**src/design/periph_pkg.sv**
```systemverilog
`default_nettype none

package periph_pkg;

    // Region selector in the top address bits
    localparam int sel_lsb  = 27;
    localparam int sel_bits = 5;

    localparam logic [sel_bits-1:0] region_ram    = 5'h02;
    localparam logic [sel_bits-1:0] region_time   = 5'h1B;
    localparam logic [sel_bits-1:0] region_timer  = 5'h1C;
    localparam logic [sel_bits-1:0] region_ports  = 5'h1F;

    // 2048 words of RAM
    localparam int ram_addr_bits = 11;

    // Clocks per timer tick
    localparam int tick_div = 8;

    localparam int rsp_depth = 4;

    // Bus request, any mask bit set makes it a write
    typedef struct packed {
        logic [31:0] addr;
        logic [3:0]  wmask;
        logic [31:0] wdata;
    } bus_req_t;

    typedef struct packed {
        logic [31:0] rdata;
        logic        err;
    } bus_rsp_t;

    // Decoded access handed to the region blocks
    typedef struct packed {
        logic [sel_bits-1:0]      region;
        logic [ram_addr_bits-1:0] word;
        logic [3:0]               wmask;
        logic [31:0]              wdata;
        logic                     is_write;
        logic                     err;
    } access_t;

    // Access plus valid, as held in a pipeline slot
    typedef struct packed {
        logic    valid;
        access_t access;
    } access_slot_t;

endpackage

`default_nettype wire

```
**src/design/port_regs.sv**
```systemverilog
`default_nettype none

module port_regs (
    input  logic                clk,
    input  logic                nreset,
    input  periph_pkg::access_t acc,
    input  logic                acc_valid,
    input  logic [4:0]          buttons,
    input  logic                scl_in,
    input  logic                sda_in,
    output logic                led,
    output logic                scl,
    output logic                sda,
    output logic [6:0]          snapshot
);

    logic sel;

    assign sel = acc_valid && !acc.err && acc.region == periph_pkg::region_ports;

    // I2C lines idle high
    always_ff @(posedge clk) begin
        if (!nreset) begin
            led <= 1'b0;
            scl <= 1'b1;
            sda <= 1'b1;
        end else if (sel && acc.is_write && acc.wmask[0]) begin
            {led, scl, sda} <= acc.wdata[2:0];
        end
    end

    // con, psh, tra, trb, bak, then scl and sda
    always_ff @(posedge clk) begin
        if (sel && !acc.is_write) begin
            snapshot <= {buttons, scl_in, sda_in};
        end
    end

endmodule

`default_nettype wire

```
**config.mk**
```make
export PLATFORM = sky130hd
export DESIGN_NAME = port_regs
export DESIGN_NICKNAME = d
export VERILOG_FILES = /design/src/design/periph_pkg.sv /design/src/design/port_regs.sv
export SDC_FILE = /design/constraint.sdc
export NUM_CORES = 1
export LEC_CHECK = 0
export ABC_AREA = 1
export ABC_CLOCK_PERIOD_IN_PS = 1800
export BUFFER_PORTS_ARGS = -buffer_cell sky130_fd_sc_hd__buf_2
export CORE_MARGIN = 4
export CORE_UTILIZATION = 26
export CTS_CLUSTER_DIAMETER = 50
export DETAILED_ROUTE_END_ITERATION = 8
export PLACE_DENSITY = 0.85
export SLEW_MARGIN = 15
export SYNTH_ARGS = -nofsm -noshare
export SYNTH_HDL_FRONTEND = slang
export SYNTH_SLANG_ARGS = --single-unit
```
**constraint.sdc**
```tcl
create_clock -name clk -period 1.8 [get_ports clk]
set_input_delay 0.36 -clock clk [delete_from_list [all_inputs] [get_ports clk]]
set_output_delay 0.36 -clock clk [all_outputs]
set_load 0.02 [all_outputs]
```
=== Word level (Yosys, flattened, before mapping) ===
Cells that the tools add are included.

* Output and inout bits: 10
* Flip-flop bits (word level): 10
* Word-level logic and storage cells: 12

* Equal/unequal tests: 1
* Reductions and logical operators: 7

{| class="wikitable"
|+ Operators by type and width
! kind !! number
|-
| == test 5 bit (second input constant) || 1
|-
| logical AND 1 bit || 5
|-
| logical NOT 1 bit || 2
|}

=== Logic depth before layout (Yosys ltp) ===
* Depth in word-level cells: 5
* Depth in mapped cells: 6
* Mapped depth without buffers: 6

=== Worst setup path before layout ===
OpenSTA, ideal clock, no wires.

* Path kind: input port to flip-flop
* From: input port acc[51] (netlist bit)
* To: register snapshot[0], enable pin
* Path slack: 0.495 ns
* Required time: 1.439 ns
* Data arrival time: 0.944 ns
* Cell stages on the path: 4
* Setup time: 0.361 ns
* Cells stage by stage: nand2_1 -> nor2_4 -> nand2_1 -> nor2_1

* Longest elaborated chain between the ends: 3

{| class="wikitable"
|+ Ends and longest elaborated chain
! element !! RTL line !! text
|-
| start, declared || port_regs.sv:6 || <nowiki>input periph_pkg::access_t acc,</nowiki>
|-
| == test 5 bit || port_regs.sv:19 || <nowiki>assign sel = acc_valid && !acc.err && acc.region == periph_pkg::region_ports;</nowiki>
|-
| logical AND 1 bit || port_regs.sv:19 ||
|-
| logical AND 1 bit || port_regs.sv:34 || <nowiki>if (sel && !acc.is_write) begin</nowiki>
|-
| end signal, assigned || port_regs.sv:35 || <nowiki>snapshot <= {buttons, scl_in, sda_in};</nowiki>
|-
| end, declared || port_regs.sv:14 || <nowiki>output logic [6:0] snapshot</nowiki>
|}

No other way between the ends.
A chain may end at the register's enable or synchronous reset.

=== Worst setup path in the final report ===
* From: register snapshot[1]
* To: output port snapshot[1]

No word-level cell between the ends.

==> results.sh <==
export IMPL_hold_worst_slack_ns=0.276
export IMPL_synth_top_family_by_area="simple AND/OR/NAND/NOR gates"
export IMPL_cp_max_fo=1
export IMPL_yosys_area_share_simple_pct=26.9
export IMPL_hold_viol_final=0
export IMPL_critPathSlowestCell="edfxtp_1"
export IMPL_drtAntennaViolNets=0
export IMPL_path_class="flip-flop to output pin"
export IMPL_io_pins=74
export IMPL_rows=13
export IMPL_die_x_um=46.8
export IMPL_drc=0
export IMPL_crit_arrival_ns=0.80
export IMPL_final_setup_viol_count=0
export IMPL_max_stage_delay_ns=0.37
export IMPL_startpoint_type="flip-flop"
export IMPL_yosys_top_cells_count="nand2_1, edfxtp_1, dfxtp_1, inv_1, nand4_1"
export IMPL_initial_core_util_pct=28.9
export IMPL_fin_crit_sh_pct=64.2
export IMPL_core_area_um2=1350
export IMPL_critPathTopFamily="flip-flops"
export IMPL_synthToLayoutAreaGrowth_pct=51.9
export IMPL_end_kind="output pin"
export IMPL_fin_skew_ns=0
export IMPL_finalSetupTns_ns=0
export IMPL_antenna_found_initial=0
export IMPL_path_cells="buf_2"
export IMPL_wirelength_um=952
export IMPL_htree_levels=1
export IMPL_max_vdd_ir_drop_mv=0.223
export IMPL_synth_main_ff_cell="edfxtp_1"
export IMPL_powerDensity_nw_per_um2=734
export IMPL_yosysSeqAreaShare_pct=69.2
export IMPL_synthMuxAreaShare_pct=0
export IMPL_synth_area_um2=390
export IMPL_io_buffers=30
export IMPL_cellLeakagePower_nw=0.281
export IMPL_synth_xor_area_share_pct=0
export IMPL_via_per_inst=4.41
export IMPL_ys_ff_latch=10
export IMPL_hold_buffers=0
export IMPL_drive_gt1_share_pct=57.4
export IMPL_rsz0062_at_grt="no"
export IMPL_grt_pass1_wl_mm=1.25
export IMPL_syn_inst=33
export IMPL_clk_pin_slew_worst_paths_ns=0.06
export IMPL_tightest_slew_ns=0.137
export IMPL_grt_pass1_vias=324
export IMPL_gr_total_overflow=0
export IMPL_vias=366
export IMPL_die_h_um=46.8
export IMPL_fin_crit_ns=1.16
export IMPL_slew_headroom_pct=90.8
export IMPL_syn_mean_instance_area_um2=11.8
export IMPL_n_antenna_cell=0
export IMPL_dr_pass1_iters=4
export IMPL_grt_max_degree=8
export IMPL_yosysMostFrequentCell="nand2_1"
export IMPL_drtIter0Drc=8
export IMPL_synth_top_area_cell="edfxtp_1"
export IMPL_max_cap_viol_count=0
export IMPL_synth_adder_area_share_pct=0
export IMPL_hold_path_class="input pin to flip-flop"
export IMPL_synth_compound_area_share_pct=0
export IMPL_cts_tree="built"
export IMPL_fin_nets=133
export IMPL_slew_viol_final=0
export IMPL_track_usage_pct=8.43
export IMPL_clock_latency_ns=0.25
export IMPL_die_area_um2=2190
export IMPL_outcome="complete, no violations"
export IMPL_place_congestion=0.666
export IMPL_yosysTopAreaCellShare_pct=53.8
export IMPL_synth_edff_count=7
export IMPL_cts_resized=0
export IMPL_timing_fmax_mhz=865
export IMPL_cts_sinks=10
export IMPL_cp_data_required_time_ns=1.44
export IMPL_clock_path_buffers=2
export IMPL_post_cts_buffers=0
export IMPL_async_flop_share_pct=0
export IMPL_numCtsBuffers=3
export IMPL_post_drt_wl_per_cell_um=11.5
export IMPL_ys_warn_count=0
export IMPL_path_buf_inv=1
export IMPL_synth_nets=97
export IMPL_root_buffer="clkbuf_4"
export IMPL_yosysUniqueCellTypes=11
export IMPL_synth_area_leaders="edfxtp_1, dfxtp_1, nand2_1"
[path summary, 6_finish.rpt]
path	end	start	slack (ns)	cells past startpoint
max	snapshot[1]	snapshot[1]	0.64	1
min	snapshot[5]	buttons[3]	0.28	1
max reg2reg	led	led	1.21	4
min reg2reg	scl	scl	0.47	2
[kinds of logic (layout without fill, tap and decap cells)]
family                 after synthesis  after routing
buffers and inverters                4             39
flip-flops                          10             10
AND/OR/NAND/NOR                     19             19
[per-layer routing]
metal	track usage (%)	share of wire [%]
met5	0	0
met4	3.31	1.3
met3	3.45	19
met2	17.3	48
met1	6.84	32
[through the flow]
step	setup slack (ns)	util, %	cell area (µm²)	power [mW]	std cells
2_1_floorplan	0.495	-	390	0.263	33
3_3_place_gp	0.553	42.0	567	0.285	79
3_5_place_dp	0.507	42.0	567	0.288	79
4_1_cts	0.632	43.9	593	0.440	83
5_1_grt	0.617	43.9	593	0.453	83
6_report	0.645	43.9	593	0.435	83
[worst reg2reg max path: cells and delay by family, from the launching register on]
kind	cells	cell delay [ns]
DFF	1	0.32
buffers and inverters	2	0.07
and+or+nand+nor	2	0.14
[final cells by class]
type | instances | area (µm²)
Fill cell | 142 | 757
Sequential cell | 10 | 270
Timing Repair Buffer | 31 | 158
Multi-Input combinational cell | 19 | 105
Clock buffer | 4 | 26.3
Tap cell | 15 | 18.8
Inverter | 4 | 15.0
[cell usage in the layout (no fill, tap or decap)]
master    count
buf_2        30
buf_4         1
clkbuf_1      1
clkbuf_4      3
dfxtp_1       3
edfxtp_1      7
inv_1         3
inv_2         1
nand2_1       8
nand2_2       1
nand3_1       2
nand3_2       1
nand4_1       3
nor2_1        2
nor2_4        2
[sequential cells by signal, indices dropped and copies added, names as in the netlist]
| name | count |
|---|---|
| led | 1 |
| scl | 1 |
| sda | 1 |
| snapshot | 7 |
[where the power goes]
group          switching, mW  internal, mW
Sequential          0.000190         0.246
Combinational         0.0170        0.0190
Clock                 0.0672        0.0852
Power figures use the tool's default switching activity.
