`src/design/periph_pkg.sv`:
```
`default_nettype none

package periph_pkg;

    // Region selector in the top address bits
    localparam int sel_lsb  = 27;
    localparam int sel_bits = 5;

    localparam logic [sel_bits-1:0] region_ram    = 5'h02;
    localparam logic [sel_bits-1:0] region_time   = 5'h1B;
    localparam logic [sel_bits-1:0] region_timer  = 5'h1C;
    localparam logic [sel_bits-1:0] region_ports  = 5'h1F;

    // 2048 words of RAM
    localparam int ram_addr_bits = 11;

    // Clocks per timer tick
    localparam int tick_div = 8;

    localparam int rsp_depth = 4;

    // Bus request, any mask bit set makes it a write
    typedef struct packed {
        logic [31:0] addr;
        logic [3:0]  wmask;
        logic [31:0] wdata;
    } bus_req_t;

    typedef struct packed {
        logic [31:0] rdata;
        logic        err;
    } bus_rsp_t;

    // Decoded access handed to the region blocks
    typedef struct packed {
        logic [sel_bits-1:0]      region;
        logic [ram_addr_bits-1:0] word;
        logic [3:0]               wmask;
        logic [31:0]              wdata;
        logic                     is_write;
        logic                     err;
    } access_t;

    // Access plus valid, as held in a pipeline slot
    typedef struct packed {
        logic    valid;
        access_t access;
    } access_slot_t;

endpackage

`default_nettype wire

```
`src/design/read_return.sv`:
```
`default_nettype none

module read_return (
    input  logic                 clk,
    input  logic                 nreset,
    input  periph_pkg::access_t  acc,
    input  logic                 acc_valid,
    input  logic [31:0]          ram_rdata,
    input  logic [31:0]          time_value,
    input  logic [31:0]          remaining,
    input  logic [6:0]           snapshot,
    output logic                 room,
    output periph_pkg::bus_rsp_t rsp,
    output logic                 rsp_valid,
    input  logic                 rsp_ready
);

    localparam int ptr_bits = $clog2(periph_pkg::rsp_depth);
    localparam int cnt_bits = $clog2(periph_pkg::rsp_depth + 1);
    localparam int sum_bits = cnt_bits + 1;

    periph_pkg::access_slot_t exe_access;
    periph_pkg::bus_rsp_t     result;
    periph_pkg::bus_rsp_t     queue [periph_pkg::rsp_depth];
    logic [ptr_bits-1:0]      wr_ptr;
    logic [ptr_bits-1:0]      rd_ptr;
    logic [cnt_bits-1:0]      count;
    logic [sum_bits-1:0]      pending;
    logic                     pop;

    // Execute cycle, region blocks register their data meanwhile
    always_ff @(posedge clk) begin
        if (!nreset) begin
            exe_access.valid <= 1'b0;
        end else begin
            exe_access.valid <= acc_valid;
        end
        exe_access.access <= acc;
    end

    always_comb begin
        result.err   = exe_access.access.err;
        result.rdata = '0;
        if (!exe_access.access.err && !exe_access.access.is_write) begin
            case (exe_access.access.region)
                periph_pkg::region_ram:   result.rdata = ram_rdata;
                periph_pkg::region_time:  result.rdata = time_value;
                periph_pkg::region_timer: result.rdata = remaining;
                periph_pkg::region_ports: result.rdata = {25'd0, snapshot};
                default:                  result.rdata = '0;
            endcase
        end
    end

    assign pop       = rsp_valid && rsp_ready;
    assign rsp_valid = count != '0;
    assign rsp       = queue[rd_ptr];

    // Pointers wrap with a power of two depth
    always_ff @(posedge clk) begin
        if (!nreset) begin
            wr_ptr <= '0;
            rd_ptr <= '0;
            count  <= '0;
        end else begin
            if (exe_access.valid) begin
                wr_ptr <= wr_ptr + 1'b1;
            end
            if (pop) begin
                rd_ptr <= rd_ptr + 1'b1;
            end
            count <= count + cnt_bits'(exe_access.valid) - cnt_bits'(pop);
        end
    end

    always_ff @(posedge clk) begin
        if (exe_access.valid) begin
            queue[wr_ptr] <= result;
        end
    end

    // Queued plus in flight, so every accepted request has a slot
    assign pending = {1'b0, count} + sum_bits'(acc_valid) + sum_bits'(exe_access.valid);
    assign room    = pending < sum_bits'(periph_pkg::rsp_depth);

endmodule

`default_nettype wire

```
`config.mk`:
```
export PLATFORM = sky130hd
export DESIGN_NAME = read_return
export DESIGN_NICKNAME = d
export VERILOG_FILES = /design/src/design/periph_pkg.sv /design/src/design/read_return.sv
export SDC_FILE = /design/constraint.sdc
export NUM_CORES = 1
export LEC_CHECK = 0
export ABC_AREA = 1
export BUFFER_PORTS_ARGS = -buffer_cell sky130_fd_sc_hd__buf_2
export CORE_MARGIN = 2
export CORE_UTILIZATION = 32
export CTS_CLUSTER_SIZE = 10
export DETAILED_ROUTE_END_ITERATION = 16
export PLACE_DENSITY_LB_ADDON = 0.05
export SLEW_MARGIN = 20
export SYNTH_ARGS = -nofsm -noshare
export SYNTH_HDL_FRONTEND = slang
export SYNTH_SLANG_ARGS = --single-unit
export TNS_END_PERCENT = 50
```
`constraint.sdc`:
```
create_clock -name clk -period 1.7 [get_ports clk]
set_input_delay 0.34 -clock clk [delete_from_list [all_inputs] [get_ports clk]]
set_output_delay 0.34 -clock clk [all_outputs]
set_load 0.02 [all_outputs]
```
After elaboration in Yosys (flattened, before gate mapping)
Memory sizes are Yosys's and may differ from the RTL's. A register that Yosys moved wholly into a read port is not among the register bits.
Cells that the tools add are included.

word-level totals
  register bits after elaboration = 15
  RAM bits = 132
  logic and storage cells = 30
  latch bits = 0
  memories = 1
  bits in read-only memories = 0
  input bits = 161

memory list
  memory  depth  bits a word  read ports  clocked after memory_dff  wr ports  line               RTL
  queue   4      33           1           1                         1         read_return.sv:24  periph_pkg::bus_rsp_t queue [periph_pkg::rsp_depth];

operators by class
  mux-type cells = 6
  $add $sub $neg = 6
  eq/ne operators = 4
  bitwise gates (word level) = 0
  order comparisons = 1
  divide/modulo/power cells = 0
  reduce and logical (&&, ||, !) cells = 5
  $mul = 0
  shifts and indexed selects = 0

operators with widths
  cell                                                        count
  case mux 32 bit (4 select lines)                            1
  two-way mux 32 bit                                          1
  equality test 5 bit, second input constant                  3
  equality test 5 x 2 -> 1 bit, second input constant         1
  adder 2 x 1 -> 2 bit, second input constant                 2
  adder 3 x 1 -> 4 bit                                        1
  adder 4 x 1 -> 4 bit                                        1
  less-than comparator 4 x 3 -> 1 bit, second input constant  1
  two-way mux 2 bit                                           2
  adder 3 x 1 -> 3 bit                                        1
  nonzero test 3 bit                                          1
  subtractor 3 x 1 -> 3 bit                                   1
  logical AND 1 bit                                           2
  logical NOT 1 bit                                           2
  two-way mux 1 bit                                           2

Depth between registers and ports, before layout
  word-level depth = 4
  mapped depth = 11
  mapped depth without buffers = 11

Least setup slack after synthesis
OpenSTA, ideal clock, no wires.

  path kind = register -> register
  start point = reg count[1]
  end point = reg count[2]
  cell stages (with the launch flop) = 12
  slack = -0.159 ns
  period minus slack after synthesis = 1.859 ns
  arrival time = 1.744 ns
  data required time = 1.585 ns
  path through = dfxtp_1 > nor2_1 > nand2_1 > nand2_1 > inv_1 > ha_1 > inv_1 > ha_1 > inv_1 > fa_1 > xnor2_1 > nor2_1

between the ends
  longest elaborated chain between the ends = 3
  elaborated cells between the ends (all ways) = 4

ends and longest elaborated chain
  item                       line               RTL
  start: declaration         read_return.sv:27  logic [cnt_bits-1:0] count;
  start signal: assignment   read_return.sv:72  count <= count + cnt_bits'(exe_access.valid) - cnt_bits'(pop);
  nonzero test 3 bit         read_return.sv:56  assign rsp_valid = count != '0;
  via rsp_valid              read_return.sv:14  output logic rsp_valid,
  logical AND 1 bit          read_return.sv:55  assign pop = rsp_valid && rsp_ready;
  via pop                    read_return.sv:29  logic pop;
  subtractor 3 x 1 -> 3 bit  read_return.sv:72

The timed path passes the listed nets, and every way through them passes these cells.
A chain may end at the register's enable or synchronous reset.

==> impl_metrics.py <==
metrics = {
    "yosys": {
        "syn_area_per_cell_um2": 10.40,
        "ys_ff_latch": 149,
        "syn_area_um2": 6601,
        "synth_edf_count": 132,
        "yosys.cell_types.count": 20,
        "seq_area_frac_synth_pct": 65.20,
        "yosysWarnings": 0,
        "synth-async-reset-ratio_pct": 0,
        "synth_flop_cell": "edfxtp_1",
        "syn_inst": 635,
        "synth_fp_nets": 805,
    },
    "finish": {
        "multi_input_area_um2": 2520,
        "fillCellCount": 1863,
        "antenna_cells": 0,
        "mostFrequentLayoutCells": "132 x edfxtp_1, 113 x buf_2, 85 x nand2_1",
        "layout-drive-gt1-share_pct": 43.04,
        "layout_commonest_cell": "edfxtp_1",
        "ff_latch_area_um2": 4314,
        "fin_nets": 998,
        "syn_to_final_growth_pct": 51.21,
    },
    "timing": {
        "finalHoldViolations": 0,
        "max_slew_margin_pct": 71.96,
        "layout_setup_ws_ns": -0.2833,
        "whs_ns": 0.02410,
        "grt_setup_unrepaired": "true",
        "max_freq_mhz": 504.2,
        "slew_violations": 0,
        "setup_viol": 37,
        "min_period_ns": 1.983,
        "fin_worst_skew_ns": 0.009098,
        "max_slew.worst_pin.slew_ns": 0.4180,
        "fin_crit_sh_pct": 116.7,
    },
    "grt": {
        "grt.total_usage_pct": 18.49,
        "grt_pass1_wl_um": 30450,
        "grt_pass1_vias": 5461,
        "grt-ovfl-total": 0,
        "antenna_found_initial": 0,
        "grt_max_degree": 34,
    },
    "clock_tree": {
        "ctsHtreeMaxLevel": 4,
        "root_buffer": "clkbuf_16",
        "clk_pin_slew_worst_paths_ns": 0.06,
        "cts_max_path_buffers": 2,
        "clock-sinks": 149,
        "cts_buffers": 17,
        "tritoncts": "done",
        "clk_latency_ns": 0.42,
    },
    "worst_setup_path": {
        "cp.arrival_ns": 1.64,
        "end_kind": "primary output",
        "crit_required_ns": 1.36,
        "path_cells": "buf_6 > buf_12 > buf_12 > o21ai_4 > o22ai_2 > buf_6",
        "cp_slowest_cell": "dfxtp_4",
        "startpoint_type": "flip-flop",
        "max_stage_delay_ns": 0.43,
        "critical_path_class": "flip-flop to primary output",
        "critPathMaxFanout": 7,
    },
    "place": {
        "port_buffers": 148,
        "place_congestion": 0.7959,
        "hpwl_um": 12630,
        "pre_cts_ws_ns": -0.05462,
    },
    "detailed_routing": {
        "postRouteAntennaNets": 0,
        "drc": 0,
        "route.vias.total": 5523,
        "first_pass_iters": 5,
        "wire_per_inst_um": 18.71,
        "viasPerCell": 4.971,
        "drt_iter0_drc": 361,
        "wl_um": 20780,
    },
    "power": {
        "p_per_area_nw_per_um2": 1242,
        "leakage_nw": 3.856,
        "ir_drop_mv": 0.7700,
    },
    "floorplanning": {
        "core_um2": 20230,
        "die_w_um": 147.6,
        "io_pins": 196,
        "die_y_um": 147.6,
        "num_rows": 52,
        "die_area_um2": 21790,
        "start_util_pct": 32.62,
    },
    "worst_hold_path": {
        "hp-class": "input port to flip-flop",
    },
    "outcome": {
        "status": "complete, but fails checks",
        "violations": "setup timing",
    },
    "flow_run": {
        "maxCapViolations": 0,
    },
}
==> final timing paths <==
path                                  to  slack (ns)  cells past startpoint                    from
hold reg to reg   rd_ptr[0]$_SDFFE_PN0P_        0.49                      2  rd_ptr[0]$_SDFFE_PN0P_
setup reg to reg     count[2]$_SDFF_PN0_       -0.21                     13     count[0]$_SDFF_PN0_
hold / removal    exe_access[51]$_DFF_P_        0.02                      1                 acc[51]
setup / recovery                 rsp[30]       -0.28                      6               flip-flop
==> flip-flops by register name (all words and copies together), names as in the netlist, named ones only <==
| signal | cells |
|---|---|
| exe_access | 8 |
| wr_ptr | 2 |
| rd_ptr | 2 |
| count | 3 |
| queue | 132 |
==> layer usage <==
metal  wire, um  GRT usage (%)
met1       9548          24.27
met2      10330          31.42
met3        752          3.827
met4        153          4.567
met5          0              0
==> power by group <==
group          switching [mW]  internal (mW)
registers               0.102           4.09
logic                    2.22           2.17
clock network            1.48           2.32
==> synthesized netlist by cell type, types with 4 or more instances <==
| cell | n | area (um^2) |
|---|---|---|
| buf_2 | 18 | 90.09 |
| clkbuf_1 | 17 | 63.81 |
| dfxtp_1 | 17 | 340.3 |
| edfxtp_1 | 132 | 3964 |
| ha_1 | 8 | 100.1 |
| inv_1 | 47 | 176.4 |
| nand2_1 | 88 | 330.3 |
| nand3_1 | 66 | 330.3 |
| nand4_1 | 32 | 200.2 |
| nor2_1 | 92 | 345.3 |
| nor2_2 | 4 | 25.02 |
| o21ai_0 | 69 | 345.3 |
| o22ai_1 | 33 | 206.5 |
==> through the flow <==
stage | power [mW] | cells | instance area [um^2] | setup TNS [ns] | util [%]
after floorplan | 5.630 | 635 | 6608 | -0.1337 | -
after global placement | 6.722 | 1052 | 8026 | -0.04020 | 39.67
after detailed placement | 6.748 | 1052 | 8026 | -0.05919 | 39.67
after CTS | 11.41 | 1093 | 9139 | -6.952 | 45.16
after global routing | 12.92 | 1111 | 9982 | -10.03 | 49.33
final | 12.40 | 1111 | 9982 | -7.435 | 49.33
==> what timing repair did <==
| action | in CTS | in global routing |
|---|---|---|
| hold buffers | 0 | 2 |
| resized for setup | 120 | 174 |
| cloned | 6 | 8 |
| setup endpoints to repair | 36 | 89 |
| endpoints found under the hold margin | 0 | 2 |
| buffers inserted | 3 | 10 |
| pin swaps | 24 | 61 |
==> kinds of logic after synthesis <==
logic type / after synthesis / synth area share (%)
AOI/OAI and AO/OA: 105 / 8.624
xor gates and xnor gates: 1 / 0.1327
adders and majority gates: 9 / 1.820
buffers and inverters: 89 / 5.573
DFF: 149 / 65.20
and+or+nand+nor: 282 / 18.65
==> worst max-delay path, delay by kind of cell, from the launching register on <==
| family | cells | cell delay (ns) |
|---|---|---|
| compound gates | 2 | 0.23 |
| buf+inv | 4 | 0.56 |
| flops | 1 | 0.43 |
==> final cells by class <==
| type | instances | share of cell area, % |
|---|---|---|
| Clock buffer | 18 | 4.299 |
| Clock inverter | 14 | 1.780 |
| Inverter | 49 | 2.068 |
| Multi-Input combinational cell | 397 | 25.24 |
| Sequential cell | 149 | 43.22 |
| Tap cell | 270 | 3.384 |
| Timing Repair Buffer | 213 | 19.84 |
| Timing Repair inverter | 1 | 0.1629 |
Note: power is estimated with default switching activity, not from simulation.
