File: src/design/periph_pkg.sv
`default_nettype none

package periph_pkg;

    // Region selector in the top address bits
    localparam int sel_lsb  = 27;
    localparam int sel_bits = 5;

    localparam logic [sel_bits-1:0] region_ram    = 5'h02;
    localparam logic [sel_bits-1:0] region_time   = 5'h1B;
    localparam logic [sel_bits-1:0] region_timer  = 5'h1C;
    localparam logic [sel_bits-1:0] region_ports  = 5'h1F;

    // 2048 words of RAM
    localparam int ram_addr_bits = 11;

    // Clocks per timer tick
    localparam int tick_div = 8;

    localparam int rsp_depth = 4;

    // Bus request, any mask bit set makes it a write
    typedef struct packed {
        logic [31:0] addr;
        logic [3:0]  wmask;
        logic [31:0] wdata;
    } bus_req_t;

    typedef struct packed {
        logic [31:0] rdata;
        logic        err;
    } bus_rsp_t;

    // Decoded access handed to the region blocks
    typedef struct packed {
        logic [sel_bits-1:0]      region;
        logic [ram_addr_bits-1:0] word;
        logic [3:0]               wmask;
        logic [31:0]              wdata;
        logic                     is_write;
        logic                     err;
    } access_t;

    // Access plus valid, as held in a pipeline slot
    typedef struct packed {
        logic    valid;
        access_t access;
    } access_slot_t;

endpackage

`default_nettype wire

File: src/design/tick_timers.sv
`default_nettype none

module tick_timers (
    input  logic                clk,
    input  logic                nreset,
    input  periph_pkg::access_t acc,
    input  logic                acc_valid,
    input  logic                irq_ack,
    output logic [31:0]         time_value,
    output logic [31:0]         remaining,
    output logic                irq
);

    localparam int presc_bits = $clog2(periph_pkg::tick_div);
    localparam logic [presc_bits-1:0] presc_last = presc_bits'(periph_pkg::tick_div - 1);

    logic [presc_bits-1:0] presc;
    logic                  tick;
    logic                  load;
    logic                  expire;

    assign tick = presc == presc_last;
    assign load = acc_valid && !acc.err && acc.is_write
                  && acc.region == periph_pkg::region_timer;

    // Last step of a running countdown, a new load overrides it
    assign expire = tick && !load && remaining == 32'd1;

    always_ff @(posedge clk) begin
        if (!nreset) begin
            presc <= '0;
        end else if (tick) begin
            presc <= '0;
        end else begin
            presc <= presc + 1'b1;
        end
    end

    always_ff @(posedge clk) begin
        if (!nreset) begin
            time_value <= '0;
        end else if (tick) begin
            time_value <= time_value + 32'd1;
        end
    end

    // Zero means stopped
    always_ff @(posedge clk) begin
        if (!nreset) begin
            remaining <= '0;
        end else if (load) begin
            remaining <= acc.wdata;
        end else if (tick && remaining != '0) begin
            remaining <= remaining - 32'd1;
        end
    end

    // Interrupt latch, a new expiry wins over ack
    always_ff @(posedge clk) begin
        if (!nreset) begin
            irq <= 1'b0;
        end else if (expire) begin
            irq <= 1'b1;
        end else if (irq_ack) begin
            irq <= 1'b0;
        end
    end

endmodule

`default_nettype wire

File: config.mk
export PLATFORM = sky130hd
export DESIGN_NAME = tick_timers
export DESIGN_NICKNAME = d
export VERILOG_FILES = /design/src/design/periph_pkg.sv /design/src/design/tick_timers.sv
export SDC_FILE = /design/constraint.sdc
export NUM_CORES = 1
export LEC_CHECK = 0
export BUFFER_PORTS_ARGS = -buffer_cell sky130_fd_sc_hd__buf_4
export CAP_MARGIN = 30
export CORE_UTILIZATION = 54
export CTS_CLUSTER_SIZE = 24
export DETAILED_ROUTE_END_ITERATION = 7
export GPL_ROUTABILITY_DRIVEN = 0
export PLACE_DENSITY = 0.89
export REMOVE_ABC_BUFFERS = 1
export SYNTH_ARGS = -nofsm -noshare
export SYNTH_HDL_FRONTEND = slang
export SYNTH_SLANG_ARGS = --single-unit
File: constraint.sdc
create_clock -name clk -period 6.7 [get_ports clk]
set_clock_uncertainty 0.05 [all_clocks]
set_input_delay 0.67 -clock clk [delete_from_list [all_inputs] [get_ports clk]]
set_output_delay 0.67 -clock clk [all_outputs]
set_load 0.005 [all_outputs]
Word-level counts from Yosys, hierarchy flattened
Cells that the tools add are included.
{ "word_totals": {"reg_bits": 68, "latchBits": 0, "ramBits": 0, "mem_bits_ro": 0, "n_memories": 0} }
{ "classes": {"addsub": 3, "multipliers": 0, "div_mod_pow": 0, "magnitude_cmp": 0, "n_eq_ne": 3, "n_shift": 0, "mux": 4, "n_bitwise": 1, "n_reduce_logical": 12} }
{ "op_table": {"columns": ["op", "count"], "rows": [
  ["$mux W32", 2],
  ["$add A32 B1 Y32 const B", 1],
  ["$eq A32 B1 Y1 const B", 1],
  ["$reduce_bool A32 Y1", 1],
  ["$sub A32 B1 Y32 const B", 1],
  ["$logic_and A1 B1 Y1", 6],
  ["$eq A5 B5 Y1 const B", 1],
  ["$reduce_bool A2 Y1", 2],
  ["$add A3 B1 Y3 const B", 1],
  ["$eq A3 B3 Y1 const B", 1],
  ["$logic_not A1 Y1", 2],
  ["$mux W1", 2],
  ["$reduce_or A2 Y1", 1],
  ["$not A1 Y1", 1]
]} }

Depth between registers and ports, before layout
Gate-level depths: netlist of the first run.
{ "logic_depth": {"ltp_word": 8, "mapped_depth": 9} }

Worst setup path before layout of the first run
OpenSTA, ideal clock, no wires.
{ "synth_timing": {"path_kind": "register to register", "from": "register presc[0]", "to": "register remaining[29]", "setup_ps": 74, "t_arrival_ps": 2199, "required_ps": 6576, "slack_ps": 4377, "stages_incl_launch_ff": 10, "path_buffers": 2, "period_less_slack_ps": 2323, "cell_sequence": "dfxtp_1 -> ha_1 -> ha_1 -> buf_2 -> nor2b_1 -> nand3_1 -> or4_1 -> clkbuf_2 -> or4_1 -> a31oi_1"} }
{ "synth_between": {"elab_chain_cells": 3} }
{ "synth_rtl": {"columns": ["element", "line_no", "source"], "rows": [
  ["start: declaration", "tick_timers.sv:17", "logic [presc_bits-1:0] presc;"],
  ["start signal: assignment", "tick_timers.sv:35", "presc <= presc + 1'b1;"],
  ["$eq A3 B3 Y1", "tick_timers.sv:22", "assign tick = presc == presc_last;"],
  ["$logic_and A1 B1 Y1", "tick_timers.sv:53", "end else if (tick && remaining != '0) begin"],
  ["$reduce_bool A2 Y1 (no line)", null, null],
  ["end signal: assignment", "tick_timers.sv:52", "remaining <= acc.wdata;"],
  ["end signal: assignment", "tick_timers.sv:54", "remaining <= remaining - 32'd1;"],
  ["end: declaration", "tick_timers.sv:10", "output logic [31:0] remaining,"]
]} }
Every way passes these cells.
A chain may end at the register's enable or synchronous reset.

Worst setup path after layout of the first run
{ "layout_timing": {"from": "register presc[0]", "to": "register remaining[31]"} }
Same word-level chain as after synthesis.

==> run metrics, run 1 <==
status=complete, no violations; synthesized flop and latch total=68; antenna-violating nets left=0; CTS root buf=clkbuf_8; Max Clk Rate=328.7 MHz; Die Width=83.29 um; Mean Syn Cell Area=8.496 um^2; num rows=29; Synthesis Warnings=0; Clk pwr share=0.467; CP Capture Type=flip-flop; Core Footprint=6350 um^2; worst skew pair latency=350 ps; layout net count=576; number of global-route vias before repair=3,537; Port-buffer cells=107; largest net degree at the start of global routing=69; number of library cell types mapped by synthesis=50; Lkg Pwr=1.775 nW; Register-to-Register Path Depth=7; RSZ-0062 raised after global routing=false; logic gate share of total power=0.076; DIE AREA=6937 um^2; Slew HR=0.3415; layout cells sized above 1=0.2722; GRT Residual Overflow=0; Tmin final=3042 ps; Area growth syn-to-layout=29.07%; Post-DP HPWL=6.313 mm; Switching Share=0.2229; area leader, netlist=dfxtp_1; min-delay worst type=flip-flop to flip-flop; DRT Pass-1 Iters=4; CTS tree=built; total wire length=9.403 mm; Final Hold Fails=0; Mapped Area=3568 um^2; Mapped Cells=420; drt drc=0; first-pass GRT wire length=15.69 mm; Die H=83.29 um; Initial Util=0.5620; worst slack, placed=3663 ps; cts bufs inserted=9; P_sw=199.3 uW; Worst-Margin Slew=986.6 ps; worst path required time=6930 ps; Synth area leaders=dfxtp_1 38%, o21ai_0 5.9%, or4_1 5.3%, a31oi_1 4.9%, or3_1 4.9%; Fillers=492; final worst slack=3658 ps; initial drt markers=182; worst path arrival time=3270 ps; Ports=123; Vias=3,701; startpoint types=flip-flop; Yosys top cell area share=0.3815; GRT Overall Usage=0.2733; Hold Crit Depth=1; WL/cell=15.80 um; post-CTS sizing=0; final setup TNS=0 ps; antenna violations before repair=0; Antenna Cells=0; Worst VDD drop=0.1111 mV; Seq pwr share=0.458; worst-path fanout max=15; clock slew at reported path FFs=70 ps; pwr/cell area=194.2 nW/um^2; Setup Viol. Count Final=0; Internal Power=695.0 uW; clk sinks=68; post-CTS setup buffers=0; sequential area share after synthesis=0.3815; Max Buffers Root-to-Sink=2; maxcap violations=0; crit path kind=flip-flop to flip-flop; Final Cycle Share=0.4540; DR vias/cell=6.220; cts hold-fix bufs=0; Final Max Slew Viols=0; htree depth=3
==> per-layer routing <==
layer / vias up / global-route usage / part of all wire
met3: 26 / 0.04871 / 0.071
li1: 1776 / - / -
met1: 1741 / 0.3191 / 0.41
met5: - / 0 / 0
met2: 158 / 0.4754 / 0.49
met4: 0 / 0.1442 / 0.029
==> final cells by class <==
type | count | area (um^2) | area share
multi-input cells | 312 | 2036 | 0.4420
flip-flops and latches | 68 | 1361 | 0.2956
repair buffers | 108 | 810.8 | 0.1760
clock buffers | 10 | 137.6 | 0.02988
clock inverters | 6 | 111.4 | 0.02418
well taps | 77 | 96.34 | 0.02092
inverters | 14 | 52.55 | 0.01141
==> logic make-up after synthesis <==
logic type                 share of synthesized area
and+or+nand+nor                               0.2949
AOI/OAI and AO/OA                             0.1960
DFF                                           0.3815
buffers and inverters                        0.04804
xor gates and xnor gates                     0.05645
adders and majority gates                    0.01753
muxes                                       0.005610
==> power groups by stage <==
| stage | clock, mW | combinational (mW) | sequential, mW |
|---|---|---|---|
| final | 0.417 | 0.0676 | 0.409 |
| after global routing | 0.438 | 0.0736 | 0.410 |
| after CTS | 0.423 | 0.0670 | 0.409 |
| after detailed placement | 0 | 0.0664 | 0.419 |
| after global placement | 0 | 0.0644 | 0.419 |
| after floorplan | 0 | 0.0334 | 0.418 |
==> cell usage in the layout (no fill, tap or decap), types with 2 or more instances in the layout <==
cell	n
or2_2	3
xnor2_1	17
o41ai_1	3
ha_1	5
nand2_1	20
nor4_4	3
nor4_1	12
o21ai_1	4
bufinv_16	3
o21ai_0	42
and4_1	4
nand4_1	7
nor3_1	9
xor2_1	6
clkbuf_8	10
or4_4	4
a31oi_1	28
and3_1	4
nor2_1	25
mux2i_1	2
o31ai_1	19
nor2b_1	2
or3_1	28
buf_4	108
nand3_1	10
a21oi_1	11
or4_1	25
inv_1	14
dfxtp_1	68
==> cells in the mapped netlist, drive strengths merged <==
cell type,instances
mux2i,2
nand2,20
or3b,1
nor3,9
dfxtp,68
or3,29
or4,29
clkbuf,22
nand2b,1
o21bai,1
ha,5
o21ai,46
o41ai,3
inv,14
buf,4
o311a,1
xor2,6
o2111ai,1
nor4,16
and2,1
o311ai,1
a31oi,28
or4b,1
and4,4
nand3,11
a2bb2oi,1
nor4bb,1
a21oi,11
nand4,7
o211ai,1
and3,4
nor2b,2
xnor2,17
or2,5
o31ai,19
or2b,1
o21a,1
nor2,26
==> sequential cells by signal, summed over array words and instances, names as in the netlist <==
name / count
irq: 1
time_value: 32
remaining: 32
presc: 3
==> critical path: stages, from the launching register on <==
cell and delay (ps):
dfxtp_1 340, ha_1 150, ha_1 370, nor2b_1 330
nand3_1 420, or4_1 700, or4_1 440, a31oi_1 180
==> final timing paths <==
kind | startpoint | endpoint | slack (ps)
min reg2reg | presc[0] | presc[0] | 380
min | presc[0] | presc[0] | 380
max reg2reg | presc[0] | remaining[31] | 3660
max | presc[0] | remaining[31] | 3660
==> per-stage QoR <==
step / util / hold slack (ps) / total power [mW] / instances / instance area (um^2)
6_report: 0.7253 / 379.1 / 0.8943 / 595 / 4606
5_1_grt: 0.7253 / 417.9 / 0.9208 / 595 / 4606
4_1_cts: 0.7253 / 383.3 / 0.8990 / 595 / 4606
3_5_place_dp: 0.6861 / 372.7 / 0.4850 / 579 / 4357
3_3_place_gp: 0.6861 / 366.3 / 0.4829 / 579 / 4357
2_1_floorplan: - / 354.3 / 0.4517 / 394 / 3450
(Power assumes the default switching activity.)
==> run 2, diff against run 1 <==
- ABC_AREA: unset -> 1
- CORE_UTILIZATION: 54 -> 48
- PLACE_DENSITY: 0.89 -> 0.82
- clock period: 6.7 -> 2.7 ns (I/O delays scaled with it)
==> run 2 against run 1 <==
Net effect: largest cell class unchanged; critical path depth grew 2; sequential share of layout area shrank 4.1 points; final area grew 16%; first-iteration DRC count grew 33%; global-route usage shrank 1.6 points; worst setup slack lost 3200 ps; total power grew 140%; clock power grew 110%.
==> run metrics, run 2 <==
Synth area leaders=dfxtp_1 32%, nand2_1 15%, nor2_1 13%, inv_1 7.1%, nand3_1 5.0%; Max Clk Rate=438.6 MHz (+33%); top post-synthesis cells by count=172 x nand2_1, 145 x nor2_1, 81 x inv_1; P_sw=541.0 uW (+170%); cts hold-fix bufs=0 (unchanged); final setup TNS=0 ps (unchanged); logic gate share of total power=0.101 (+0.025); drt drc=0 (unchanged); Final Hold Fails=0 (unchanged); Fillers=832 (+69%); clk sinks=68 (unchanged); Finished Layout Cells=921 (+55%); RSZ-0062 raised after global routing=false; Post-synth EDFFs=0 (unchanged); Vias=4,841 (+31%); prevailing post-synth register cell=dfxtp_1; Worst VDD drop=0.2480 mV (+120%); Final Cycle Share=0.8444 (+0.3903); cts bufs inserted=9 (unchanged); first-pass GRT wire length=18.73 mm (+19%); Mapped Area=4282 um^2 (+20%); worst path arrival time=2470 ps (-800 ps); initial drt markers=242 (+33%); Clk pwr share=0.416 (-0.051); Die H=96.45 um (+16%); CTS tree=built; area leader, netlist=dfxtp_1; Initial Util=0.4934 (-0.06860); dpl cell area=5156 um^2 (+18%); Port-buffer cells=107 (unchanged); fraction of registers with async set/reset=0 (unchanged); Yosys top cell area share=0.3179 (-0.06354); GRT Residual Overflow=0 (unchanged); sequential area share after synthesis=0.3179 (-0.06354); Antenna Cells=0 (unchanged); crit path kind=flip-flop to flip-flop; fin area=5358 um^2 (+16%); Seq pwr share=0.483 (+0.025); clock slew at reported path FFs=80 ps (about the same); number of global-route vias before repair=4,214 (+19%); pwr/cell area=392.5 nW/um^2 (+100%); WL/cell=12.70 um (-20%); min-delay worst type=input pin to flip-flop; layout net count=871 (+51%); Internal Power=1.562 mW (+120%); Slew HR=0.4718 (+0.1303); antenna violations before repair=0 (unchanged); final worst slack=420.2 ps (-3238 ps); DRT Pass-1 Iters=7 (+3); worst slack, placed=475.2 ps (-3187 ps); CTS root buf=clkbuf_8; DIE AREA=9302 um^2 (+34%); Top Registers=remaining (32), time_value (32), presc (3); commonest non-fill, non-tap cell in the layout=nand2_1; Final Max Slew Viols=0 (unchanged); Die Width=96.45 um (+16%); Synthesis Warnings=0 (unchanged); worst skew pair latency=360 ps (about the same); Switching Share=0.2573 (+0.03439); Post-DP HPWL=8.565 mm (+36%); most frequent cells in the layout=172 x nand2_1, 145 x nor2_1, 111 x buf_4; Lkg Pwr=2.508 nW (+41%); count leader, synth=nand2_1; maxcap violations=0 (unchanged); worst-path fanout max=4 (-11); antenna-violating nets left=0 (unchanged); GRT Overall Usage=0.2569 (-0.01643); hold_ws=147.0 ps (-232.1 ps); Setup Viol. Count Final=0 (unchanged); Max Buffers Root-to-Sink=2 (unchanged); overall power=2.103 mW (+140%); Core Footprint=8678 um^2 (+37%); status=complete, no violations; num rows=34 (+17%); startpoint types=flip-flop; Mean Syn Cell Area=6.073 um^2 (-29%); Worst-Margin Slew=791.5 ps (-195.2 ps); DR vias/cell=5.256 (-15%); post-CTS sizing=0 (unchanged); post-CTS setup buffers=0 (unchanged); number of library cell types mapped by synthesis=37 (-26%); Tmin final=2280 ps (-762.2 ps); placed cell count=905 (+56%); synthesized flop and latch total=68 (unchanged); largest net degree at the start of global routing=45 (-35%); htree depth=3 (unchanged); worst path required time=2890 ps (-4040 ps); CP Capture Type=flip-flop; Final Util=0.6174 (-0.1080); Area growth syn-to-layout=25.13%; Mapped Cells=705 (+68%); Ports=123 (unchanged); layout cells sized above 1=0.1845 (-0.08770); total wire length=11.70 mm (+24%)
run 2: cell types whose count changed in the layout (fill, tap and decap cells not counted), sizes merged, moves of 15 or more:
| cell | before | now |
|---|---|---|
| nor2 | 26 | 153 |
| nand2 | 20 | 176 |
| nor4 | 16 | 1 |
| or4 | 29 | 0 |
| a21oi | 11 | 35 |
| inv | 14 | 82 |
| a31oi | 28 | 2 |
| xnor2 | 17 | 2 |
| nand3 | 11 | 43 |
| or3 | 29 | 1 |
| o31ai | 19 | 0 |
run 2: routing by layer:
| layer | GRT usage | up-vias | share of wire |
|---|---|---|---|
| li1 | - | 2446 | - |
| met1 | 0.3488 | 2201 | 0.46 |
| met2 | 0.4190 | 177 | 0.46 |
| met3 | 0.03912 | 17 | 0.070 |
| met4 | 0.07721 | 0 | 0.015 |
| met5 | 0 | - | 0 |
run 2: worst max-delay path, stage by stage (launching register included):
cell     delay [ps]
dfxtp_1         340
ha_1            160
ha_1            210
nand2_1          90
nor2_1          180
inv_1           110
nor3_1          490
inv_1           160
nor3_1          260
a31oi_1         120
run 2: logic make-up after synthesis:
logic type	count (synthesis)	synth area share
xor gates and xnor gates	11	0.02250
AOI/OAI and AO/OA	91	0.1102
DFF	68	0.3179
adders and majority gates	5	0.01461
and+or+nand+nor	428	0.4351
buffers and inverters	102	0.09965
run 2: cell type report:
class / count / area [um^2] / area share
clock inverters: 5 / 60.06 / 0.01121
well taps: 108 / 135.1 / 0.02522
flip-flops and latches: 68 / 1361 / 0.2541
clock buffers: 11 / 141.4 / 0.02639
inverters: 82 / 312.8 / 0.05838
multi-input cells: 535 / 2494 / 0.4654
repair buffers: 112 / 853.3 / 0.1593
run 2: power by group through the flow:
stage,logic [mW],registers [mW],clock network [mW]
after floorplan,0.121,1.04,0
after global placement,0.203,1.04,0
after detailed placement,0.210,1.04,0
after CTS,0.211,1.02,0.883
after global routing,0.240,1.02,0.918
final,0.213,1.02,0.875
run 2: path summary, 6_finish.rpt:
kind / slack (ps) / startpoint / endpoint / cells past startpoint
setup / recovery: 420 / presc[0] / time_value[17] / 9
hold / removal: 150 / acc[9] / remaining[7] / 3
hold reg to reg: 390 / presc[0] / presc[0] / 1
setup reg to reg: 420 / presc[0] / time_value[17] / 9
==> run 3, diff against run 2 <==
- clock period: 2.7 -> 2 ns (I/O delays scaled with it)
==> run 3 against run 2 <==
Net effect: clock-buffer cell count is 1 lower; the flow now finishes with violations (DRC); worst setup slack worse by 300 ps; flip-flop and latch count stayed put; sequential share of layout area is 1.1 points lower; maximum frequency is 21% higher; wire length is 4.2% higher; die area stayed put.
==> run metrics, run 3 (synthesized netlist as in run 2, its figures left out) <==
Die Width=96.45 um (unchanged); Register-to-Register Path Depth=10 (+1); Tmin final=1879 ps (-400.9 ps); worst path bufs/invs=1 (-1); Max Clk Rate=532.2 MHz (+21%); Antenna Cells=0 (unchanged); Initial Util=0.4934 (unchanged); crit path kind=flip-flop to flip-flop; maxcap violations=0 (unchanged); antenna-violating nets left=0 (unchanged); clock slew at reported path FFs=90 ps (about the same); crit path max-delay cell type=dfxtp_1; largest net degree at the start of global routing=45 (unchanged); worst-path fanout max=10 (+6); WL/cell=12.95 um (+1.9%); worst slack, placed=2.607 ps (-472.6 ps); worst path required time=2200 ps (-690 ps); DRT Pass-1 Iters=8 (+1); first-pass GRT wire length=19.35 mm (+3.3%); Worst-Margin Slew=456.0 ps (-335.5 ps); Max Buffers Root-to-Sink=2 (unchanged); Hold Crit Depth=3 (unchanged); RSZ-0062 raised after global routing=true; post-CTS setup buffers=0 (unchanged); GRT met2 Usage=0.4560 (+0.03697); Post-DP HPWL=8.918 mm (+4.1%); number of global-route vias before repair=4,339 (+3.0%); Worst VDD drop=0.3853 mV (+55%); Ports=123 (unchanged); placed cell count=925 (+2.2%); Final Hold Fails=0 (unchanged); Worst path depth=10 (+1); CTS tree=built; commonest non-fill, non-tap cell in the layout=nand2_1; gr busiest metal=met2; overall power=2.961 mW (+41%); most frequent cells in the layout=170 x nand2_1, 141 x nor2_1, 129 x buf_4; grt met1 use=0.3476 (-0.001252); Top delay family on crit path=simple AND/OR/NAND/NOR gates; Core Footprint=8678 um^2 (unchanged); htree depth=3 (unchanged); Most common cell on crit path=nor2_1; cts hold-fix bufs=0 (unchanged); worst path cell trace=ha_1, ha_1, buf_4, nand3_1, nor2_1, nand4_1, nor2_1, nand2_1, xor2_1, nor2_1; final worst slack=121.1 ps (-299.1 ps); total wire length=12.18 mm (+4.2%); GRT Overall Usage=0.2663 (+0.009432); GRT Residual Overflow=0 (unchanged); CP Capture Type=flip-flop; Fillers=781 (-6.1%); Die H=96.45 um (unchanged); Vias=4,959 (+2.4%); Finished Layout Cells=941 (+2.2%); GRT met3 Usage=0.03991 (+0.0007825); status=finished with violations; Lkg Pwr=2.656 nW (+5.9%); startpoint types=flip-flop; layout cells sized above 1=0.2161 (+0.03158); worst skew pair latency=360 ps (about the same); Slew HR=0.6960 (+0.2243); Final Max Slew Viols=0 (unchanged); drt drc=1 (+1); cts bufs inserted=9 (unchanged); fin area=5605 um^2 (+4.6%); Final Cycle Share=0.9395 (+0.09510); initial drt markers=345 (+43%); Area growth syn-to-layout=30.92%; num rows=34 (unchanged); dpl cell area=5331 um^2 (+3.4%); Worst path max stage delay=350 ps (-140 ps); CTS root buf=clkbuf_8; hold_ws=61.70 ps (-85.32 ps); DIE AREA=9302 um^2 (unchanged); DR vias/cell=5.270 (+0.26%); pwr/cell area=528.3 nW/um^2 (+35%); clk sinks=68 (unchanged); min-delay worst type=input pin to flip-flop; antenna violations before repair=0 (unchanged); failing checks=DRC; Top Registers=remaining (32), time_value (32), presc (3); layout net count=891 (+2.3%); worst path arrival time=2080 ps (-390 ps); Setup Viol. Count Final=0 (unchanged); Port-buffer cells=107 (unchanged)
==> run 3: stage by stage <==
step                TNS [ps]  utilization
global route          -22.17       0.6459
CTS                        0       0.6394
global placement           0       0.6143
detailed placement         0       0.6143
floorplan              -3021            -
finish                     0       0.6459
==> run 3: cell type report <==
| class | instances | area (um^2) | share of cell area |
|---|---|---|---|
| clock buffers | 10 | 127.6 | 0.02277 |
| clock inverters | 6 | 87.58 | 0.01562 |
| inverters | 82 | 312.8 | 0.05580 |
| multi-input cells | 535 | 2552 | 0.4554 |
| flip-flops and latches | 68 | 1361 | 0.2429 |
| well taps | 108 | 135.1 | 0.02411 |
| repair buffers | 132 | 1028 | 0.1835 |
==> run 3: final timing paths <==
path | slack [ps] | end | from
setup reg to reg | 120 | time_value[28] | presc[0]
hold / removal | 60 | remaining[7] | acc[9]
setup / recovery | 120 | time_value[28] | presc[0]
hold reg to reg | 400 | presc[0] | presc[0]
==> run 3: power breakdown <==
group	switching (mW)	total (mW)	internal (mW)
combinational	0.158	0.295	0.137
sequential	0.00751	1.37	1.36
clock	0.591	1.30	0.706
==> run 3: metal layers <==
metal | wire length (um) | vias up
li1 | - | 2488
met1 | 5378 | 2251
met2 | 5884 | 205
met3 | 780 | 15
met4 | 140 | 0
met5 | 0 | -
==> run 3: repair_timing <==
action                     in CTS  in global routing
pin swaps                       0                  2
hold endpoints to repair        0                  0
gates resized for setup         1                 15
setup endpoints to repair       1                 25
==> run 3: tightest hold or removal path, stage by stage <==
cell	delay [ps]
buf_4	80
a21oi_1	50
a21oi_1	110
